<file path="config.mk">
export PLATFORM = sky130hd
export DESIGN_NAME = bpu_redirect
export DESIGN_NICKNAME = d
export VERILOG_FILES = /design/src/hw/bpu_pkg.sv /design/src/hw/bpu_redirect.sv
export SDC_FILE = /design/constraint.sdc
export NUM_CORES = 1
export LEC_CHECK = 0
export ABC_CLOCK_PERIOD_IN_PS = 3200
export BUFFER_PORTS_ARGS = -buffer_cell sky130_fd_sc_hd__buf_2
export CAP_MARGIN = 20
export CORE_MARGIN = 5
export CORE_UTILIZATION = 45
export DETAILED_ROUTE_END_ITERATION = 16
export PLACE_DENSITY = 0.74
export RECOVER_POWER = 50
export SLEW_MARGIN = 0
export SYNTH_ARGS = -nofsm -noshare
export SYNTH_HDL_FRONTEND = slang
export SYNTH_SLANG_ARGS = --single-unit
</file>
<file path="constraint.sdc">
create_clock -name vclk -period 3.2
set_input_delay 0.32 -clock vclk [all_inputs]
set_output_delay 0.32 -clock vclk [all_outputs]
set_load 0.01 [all_outputs]
</file>
<file path="src/hw/bpu_pkg.sv">
`default_nettype none

package bpu_pkg;

    localparam int unsigned xlen            = 32;
    localparam int unsigned hist_len        = 16;
    localparam int unsigned tag_len         = 10;
    localparam int unsigned partial_tag_len = 6;   // msbs compared on lookup
    localparam int unsigned bim_idx_len     = 9;   // 512 entries
    localparam int unsigned tage_idx_len    = 8;   // 256 entries per tagged table

    // 2-bit saturating counter, msb gives the direction
    typedef logic [1:0] ctr_t;

    localparam ctr_t ctr_strong_nt = 2'b00;
    localparam ctr_t ctr_weak_nt   = 2'b01;
    localparam ctr_t ctr_weak_t    = 2'b10;
    localparam ctr_t ctr_strong_t  = 2'b11;

    typedef enum logic [1:0] {
        prov_bim = 2'd0,
        prov_t0  = 2'd1,
        prov_t1  = 2'd2
    } provider_e;

    localparam logic [6:0] opc_branch = 7'b1100011;
    localparam logic [6:0] opc_jal    = 7'b1101111;
    localparam logic [6:0] opc_jalr   = 7'b1100111;

    // conditional branch layout
    typedef struct packed {
        logic       imm12;
        logic [5:0] imm10_5;
        logic [4:0] rs2;
        logic [4:0] rs1;
        logic [2:0] funct3;
        logic [3:0] imm4_1;    // bits 11:7 sit where rd is in the j view
        logic       imm11;
        logic [6:0] opcode;
    } inst_b_t;

    // jal layout
    typedef struct packed {
        logic       imm20;
        logic [9:0] imm10_1;
        logic       imm11;
        logic [7:0] imm19_12;
        logic [4:0] rd;
        logic [6:0] opcode;
    } inst_j_t;

    typedef union packed {
        inst_b_t b;
        inst_j_t j;
    } inst_u;

    typedef struct packed {
        logic                is_cf;
        logic                taken;
        logic [xlen-1:0]     target;
        provider_e           provider;
        logic [hist_len-1:0] history;    // history seen at lookup
    } pred_t;

    // record sent back by execute
    typedef struct packed {
        logic                valid;
        logic                taken;
        logic                correct;
        logic [xlen-1:0]     pc;
        logic [xlen-1:0]     target;
        logic [hist_len-1:0] history;
        provider_e           provider;
    } resolve_t;

endpackage

`default_nettype wire
</file>
<file path="src/hw/bpu_redirect.sv">
`default_nettype none

module bpu_redirect (
    input  wire logic [bpu_pkg::xlen-1:0]     fetch_pc_i,
    input  wire bpu_pkg::inst_u               fetch_inst_i,
    input  wire logic                         dir_taken_i,
    input  wire bpu_pkg::provider_e           provider_i,
    input  wire logic [bpu_pkg::hist_len-1:0] history_i,
    input  wire logic                         btb_hit_i,
    input  wire logic [bpu_pkg::xlen-1:0]     btb_target_i,
    output bpu_pkg::pred_t                    pred_o
);

    logic [6:0]               opcode;
    logic [bpu_pkg::xlen-1:0] b_imm;
    logic [bpu_pkg::xlen-1:0] j_imm;
    logic [bpu_pkg::xlen-1:0] pc_plus4;
    logic [bpu_pkg::xlen-1:0] b_target;
    logic [bpu_pkg::xlen-1:0] j_target;

    assign opcode = fetch_inst_i.b.opcode;   // same bits in both views

    // sign extended branch offset
    assign b_imm = {{20{fetch_inst_i.b.imm12}},
                    fetch_inst_i.b.imm11,
                    fetch_inst_i.b.imm10_5,
                    fetch_inst_i.b.imm4_1,
                    1'b0};

    // sign extended jal offset
    assign j_imm = {{12{fetch_inst_i.j.imm20}},
                    fetch_inst_i.j.imm19_12,
                    fetch_inst_i.j.imm11,
                    fetch_inst_i.j.imm10_1,
                    1'b0};

    assign pc_plus4 = fetch_pc_i + 32'd4;
    assign b_target = fetch_pc_i + b_imm;
    assign j_target = fetch_pc_i + j_imm;

    always_comb begin
        pred_o.is_cf    = 1'b0;
        pred_o.taken    = 1'b0;
        pred_o.target   = pc_plus4;
        pred_o.provider = provider_i;
        pred_o.history  = history_i;

        case (opcode)
            bpu_pkg::opc_jal: begin
                pred_o.is_cf  = 1'b1;
                pred_o.taken  = 1'b1;
                pred_o.target = btb_hit_i ? btb_target_i : j_target;
            end
            bpu_pkg::opc_jalr: begin
                // register target unknown here, btb or fall through
                pred_o.is_cf = 1'b1;
                pred_o.taken = btb_hit_i;
                if (btb_hit_i) begin
                    pred_o.target = btb_target_i;
                end
            end
            bpu_pkg::opc_branch: begin
                pred_o.is_cf = 1'b1;
                pred_o.taken = dir_taken_i;
                if (dir_taken_i) begin
                    pred_o.target = btb_hit_i ? btb_target_i : b_target;
                end
            end
            default: ;   // not control flow
        endcase
    end

endmodule

`default_nettype wire

</file>
# Yosys cells after proc, flatten, opt, wreduce, memory -nomap -nowiden
# Cells that the tools add are included.
[word_totals]
ff_bits = 0
out_inout_bits = 52
[classes]
n_addsub = 3
n_eq_ne = 3
n_mux = 5
[op_table]
columns = ["op", "n"]
rows = [
  ["$mux 32", 4],
  ["$pmux 34 s3", 1],
  ["$add 32x32->32", 2],
  ["$add 32x3->32 const B", 1],
  ["$eq 7x7->1 const B", 3],
]

# Depth between registers and ports, before layout
# Gate-level depths: netlist (run 1).
[logic_depth]
ltp_word = 4
mapped_depth = 11
mapped_depth_nobuf = 11

# Least setup slack after synthesis (run 1)
# No wires, ideal clock.
[synth_path]
kind = "input to output"
from = "input fetch_pc_i[1] in the netlist's numbering"
to = "output pred_o[41] in the netlist's numbering"
t_arrival_ps = 2684
required_ps = 2880
path_slack_ps = 196
stages = 10
n_path_buf = 0
cell_sequence = "ha_1 > fa_1 > a21o_1 > a21oi_1 > o21ba_2 > o31ai_2 > a31o_2 > and2_1 > a221o_1 > a221o_1"
[synth_lines]
columns = ["item", "line", "source"]
rows = [
  ["from (decl)", "bpu_redirect.sv:4", "input wire logic [bpu_pkg::xlen-1:0] fetch_pc_i,"],
  ["to (decl)", "bpu_redirect.sv:11", "output bpu_pkg::pred_t pred_o"],
]

==> results of run 1 <==
## area by class of cell
type | count | area share [%]
Timing Repair Buffer | 228 | 22.7
Tap cell | 133 | 2.69
Inverter | 26 | 1.58
Multi-Input combinational cell | 618 | 73.0
Antenna cell | 1 | 0.0404
## timing repair
action | 4_1_cts | 5_1_grt
gates resized for setup | 10 | 68
setup buffers | 1 | 7
pin swaps | 6 | 28
endpoints found under the setup margin | 14 | 18
## per-stage QoR
stage               setup WS (ns)  instances  power, mW  TNS, ns  hold slack, ns
floorplan                   0.196        697      0.580        0           0.732
global placement           -0.121        997      0.901   -0.717           0.640
detailed placement         -0.159        997      0.917    -1.18           0.640
CTS                        0.0158        998      0.936        0           0.640
global route              -0.0325       1005       1.12   -0.156           0.640
finish                     0.0405       1006       1.04        0           0.640
## worst max-delay path, cell delays in order
cell and delay [ns]:
buf_8 0.11, ha_4 0.27, a211oi_4 0.06, o2111ai_2 0.27, buf_4 0.16, nand4_1 0.19, a2111oi_4 0.41, buf_4 0.19
o21ai_4 0.05, a41o_1 0.26, a31o_1 0.20, a32o_2 0.23, buf_6 0.12
## logic make-up (layout without fill, tap and decap cells)
group	Yosys count	in the layout	synth area share [%]
buffers and inverters	79	254	8.32
xor gates and xnor gates	49	49	9.39
other	0	1	0
AOI/OAI and AO/OA	283	283	43.2
muxes	4	4	0.986
and+or+nand+nor	236	236	25.2
adders and majority gates	46	46	12.9
## layer usage
metal	routed length, um	GRT usage, %	part of all wire, %	vias to the layer above
li1	-	-	-	3015
met1	8320	37.4	41	3028
met2	9510	52.5	47	397
met3	1780	4.26	8.7	81
met4	786	10.1	3.9	0
met5	0	0	0	-
## worst min path at each step
stage	slack, ns	from	to	cells after the start
floorplan	0.73	history_i[0]	pred_o[0]	1
global placement	0.64	history_i[10]	pred_o[10]	0
detailed placement	0.64	history_i[10]	pred_o[10]	0
CTS	0.64	history_i[10]	pred_o[10]	0
global route	0.64	history_i[0]	pred_o[0]	0
finish	0.64	history_i[1]	pred_o[1]	0
## cells in the final DEF (no fill, tap or decap), types with 7 or more instances in the layout
cell type,count
ha_4,9
a22oi_1,8
a21oi_2,8
nand2b_1,8
a21o_1,23
inv_1,24
o21ai_1,7
o21a_1,8
o221ai_1,12
nand4_1,20
a211oi_1,8
xor2_1,21
buf_4,93
xnor2_1,28
o211ai_1,11
ha_1,33
nand2_1,65
and3_1,10
buf_2,125
nor2_1,55
nand3_1,26
nor3_1,12
o21ai_0,48
a21oi_1,56
## power by group through the flow
stage | Sequential [mW] | Clock, mW | Combinational [mW]
6_report | 0 | 0.0000000000611 | 1.04
5_1_grt | 0 | 0 | 1.12
4_1_cts | 0 | 0 | 0.936
3_5_place_dp | 0 | 0 | 0.917
3_3_place_gp | 0 | 0 | 0.901
2_1_floorplan | 0 | 0 | 0.580
==> flow_metrics.env, run 1 <==
export IMPL_slew_viol_final=0
export IMPL_outcome="finished clean"
export IMPL_finalCritPeriodShare_pct=98.7
export IMPL_path_max_fanout=5
export IMPL_synth_most_common_cell="nand2_1"
export IMPL_grt_max_degree=19
export IMPL_crit_start="fetch_pc_i[2]"
export IMPL_seq_cell_count=0
export IMPL_cap_violations=0
export IMPL_finalSetupViolations=0
export IMPL_clock_buffer_count=0
export IMPL_fillers=955
export IMPL_yosysSeqAreaShare_pct=0
export IMPL_ys_warn_count=0
export IMPL_p_int_mw=0.463
export IMPL_p_sw_mw=0.576
export IMPL_fp_row_count=36
export IMPL_syn_avg_cell_area_um2=6.56
export IMPL_multi_input_area_um2=4520
export IMPL_crit_path_end="pred_o[44]"
export IMPL_overflow=0
export IMPL_max_slew_worst_pin_slew_ns=0.727
export IMPL_leakage_nw=2.72
export IMPL_finish_instance_area_um2=6190
export IMPL_detail_route_wl_per_cell_um=20.3
export IMPL_via_per_inst=6.48
export IMPL_ff_latch_area_um2=0
export IMPL_die_h_um=111
export IMPL_gp_congestion=0.993
export IMPL_synth_commonest_cells="nand2_1, a21oi_1, nor2_1, o21ai_0, ha_1"
export IMPL_final_hold_violation_count=0
export IMPL_grt_pass1_vias=6248
export IMPL_pwr_share_comb_pct=100.0
export IMPL_hold_class="in2out"
export IMPL_syn_to_final_growth_pct=35.5
export IMPL_drc=0
export IMPL_die_w_um=111
export IMPL_netlist_area_um2=4570
export IMPL_place_area_um2=5780
export IMPL_antenna_found_initial=0
export IMPL_peakVddDrop_uv=102
export IMPL_worstSetupEndpointType="output pin"
export IMPL_grt_usage_pct=30.0
export IMPL_dr_first_iter_drc_count=527
export IMPL_routed_via_count=6521
export IMPL_io_buffer_count=132
export IMPL_syn_num_nets=859
export IMPL_post_route_min_period_ns=3.16
export IMPL_wl_um=20400
export IMPL_yosys_top_cells_area="ha_1, a21oi_1, o21ai_0"
export IMPL_synth_top_area_cell="ha_1"
export IMPL_path_class="in2out"
export IMPL_hpwl_um=16200
export IMPL_switching_share_pct=55.4
export IMPL_core_region_area_um2=9820
export IMPL_arrival_ns=2.84
export IMPL_final_layout_size_suffix_gt1_share_pct=33.6
export IMPL_hold_buffers=0
export IMPL_cp_data_required_time_ns=2.88
export IMPL_grt_pass1_wl_um=31400
export IMPL_p_clk_share_pct=0
export IMPL_synthCells=697
export IMPL_powerDensity_nw_per_um2=168
export IMPL_fmax_mhz=317
export IMPL_final_core_util_pct=63.1
export IMPL_initial_core_util_pct=46.5
export IMPL_seqPwrFrac_pct=0
export IMPL_nets=1036
export IMPL_ant_nets=0
export IMPL_design_die_area_um2=12300
export IMPL_worstSetupStartpointType="input pin"
export IMPL_dr_pass1_iters=5
export IMPL_pin_count=168
export IMPL_synth_top_area_share_pct=12.0
export IMPL_synth_cell_type_count=81
export IMPL_maxSlewHeadroom_pct=51.4
(Power assumes the default switching activity.)
==> inputs of run 2 (changes only) <==
GPL_TIMING_DRIVEN = 0   (was default)
==> flow_metrics.env, run 2 (same netlist as run 1, synthesis figures left out) <==
export IMPL_outcome="finished clean"
export IMPL_ff_latch_area_um2=0
export IMPL_slew_viol_final=0
export IMPL_wl_um=19200
export IMPL_grt_usage_pct=28.0
export IMPL_final_layout_size_suffix_gt1_share_pct=29.3
export IMPL_path_max_fanout=6
export IMPL_place_inst=978
export IMPL_top_usage_layer="met2"
export IMPL_hold_class="in2out"
export IMPL_fp_row_count=36
export IMPL_holdWs_ns=0.851
export IMPL_met3_usage_pct=4.04
export IMPL_overflow=0
export IMPL_place_area_um2=5480
export IMPL_cp_data_required_time_ns=2.88
export IMPL_clock_buffer_count=0
export IMPL_crit_slowest_cell="fa_2"
export IMPL_max_stage_delay_ns=0.36
export IMPL_finish_instance_area_um2=6060
export IMPL_fmax_mhz=314
export IMPL_max_slew_worst_pin_slew_ns=0.786
export IMPL_detail_route_wl_per_cell_um=19.3
export IMPL_finalSetupTns_ns=0
export IMPL_core_region_area_um2=9820
export IMPL_path_cells="buf_8 -> ha_4 -> fa_2 -> a21o_1 -> a21oi_2 -> o21ba_4 -> o31ai_4 -> a31o_2 -> and2_4 -> a221o_1 -> a221o_1 -> buf_2"
export IMPL_finalSetupViolations=0
export IMPL_drc=0
export IMPL_die_h_um=111
export IMPL_post_route_min_period_ns=3.18
export IMPL_hold_buffers=0
export IMPL_layout_common_cells="buf_2, nand2_1, a21oi_1"
export IMPL_final_core_util_pct=61.7
export IMPL_syn_to_final_growth_pct=32.7
export IMPL_finalNonFillerCells=993
export IMPL_cap_violations=0
export IMPL_via_per_inst=6.45
export IMPL_routed_via_count=6406
export IMPL_gp_congestion=0.965
export IMPL_die_w_um=111
export IMPL_maxSlewHeadroom_pct=47.4
export IMPL_finalCritPeriodShare_pct=99.5
export IMPL_ant_nets=0
export IMPL_final_hold_violation_count=0
export IMPL_grt_util_met1_pct=37.4
export IMPL_dr_pass1_iters=6
export IMPL_nets=1024
export IMPL_preCtsSetupSlack_ns=-0.562
export IMPL_timing_critical_path_mode_cell="a221o_1"
export IMPL_design_die_area_um2=12300
export IMPL_rsz0062_at_grt="yes"
export IMPL_initial_core_util_pct=46.5
export IMPL_setup_slack_ns=0.0175
export IMPL_dr_first_iter_drc_count=643
export IMPL_layout_commonest_cell="buf_2"
export IMPL_grt_pass1_wl_um=29400
export IMPL_n_antenna_cell=0
export IMPL_antenna_found_initial=0
export IMPL_seq_cell_count=0
export IMPL_worstSetupStartpointType="input pin"
export IMPL_io_buffer_count=147
export IMPL_grt_pass1_vias=5776
export IMPL_path_class="in2out"
export IMPL_met2_usage_pct=46.9
export IMPL_leakage_nw=2.55
export IMPL_powerDensity_nw_per_um2=162
export IMPL_pin_count=168
export IMPL_worstSetupEndpointType="output pin"
export IMPL_power_mw=0.984
export IMPL_peakVddDrop_uv=86.8
export IMPL_hpwl_um=14600
export IMPL_grt_max_degree=22
export IMPL_arrival_ns=2.86
==> run 2: changes by cell type in the layout (fill, tap and decap cells not counted), sizes merged <==
cell    previous run  this run
buf              223       170
clkbuf             5        46
diode              1         0
==> run 2: area by class of cell <==
class              count  area (um2)
plain buffers         51         294
repair buffers       165         885
fillers              977        3760
multi-input cells    618        4620
inverters             26        97.6
well taps            133         166
==> run 2: per-layer routing <==
| metal | up-vias | wire [um] |
|---|---|---|
| li1 | 2996 | - |
| met3 | 54 | 2190 |
| met2 | 441 | 8740 |
| met1 | 2915 | 7730 |
| met5 | - | 0 |
| met4 | 0 | 528 |
==> run 2: where the power goes <==
group	internal [mW]	switching, mW	leakage, nW
clock	0	0	0
combinational	0.417	0.567	2.55
sequential	0	0	0
total	0.417	0.567	2.55
==> run 2: timing repair <==
action / CTS / global route
gates resized for setup: 40 / 72
setup endpoints to repair: 28 / 30
buffers inserted: 7 / 10
pin swaps: 14 / 37
==> run 2: final timing paths <==
check | start | to | cells after the start
max | fetch_pc_i[1] | pred_o[41] | 12
min | history_i[8] | pred_o[8] | 2
==> run 2: worst max-delay path, delay by kind of cell <==
family | cells | cell delay, ns
and+or+nand+nor | 1 | 0.15
AOI/OAI and AO/OA | 7 | 1.61
adders and majority gates | 2 | 0.52
buffers and inverters | 2 | 0.26
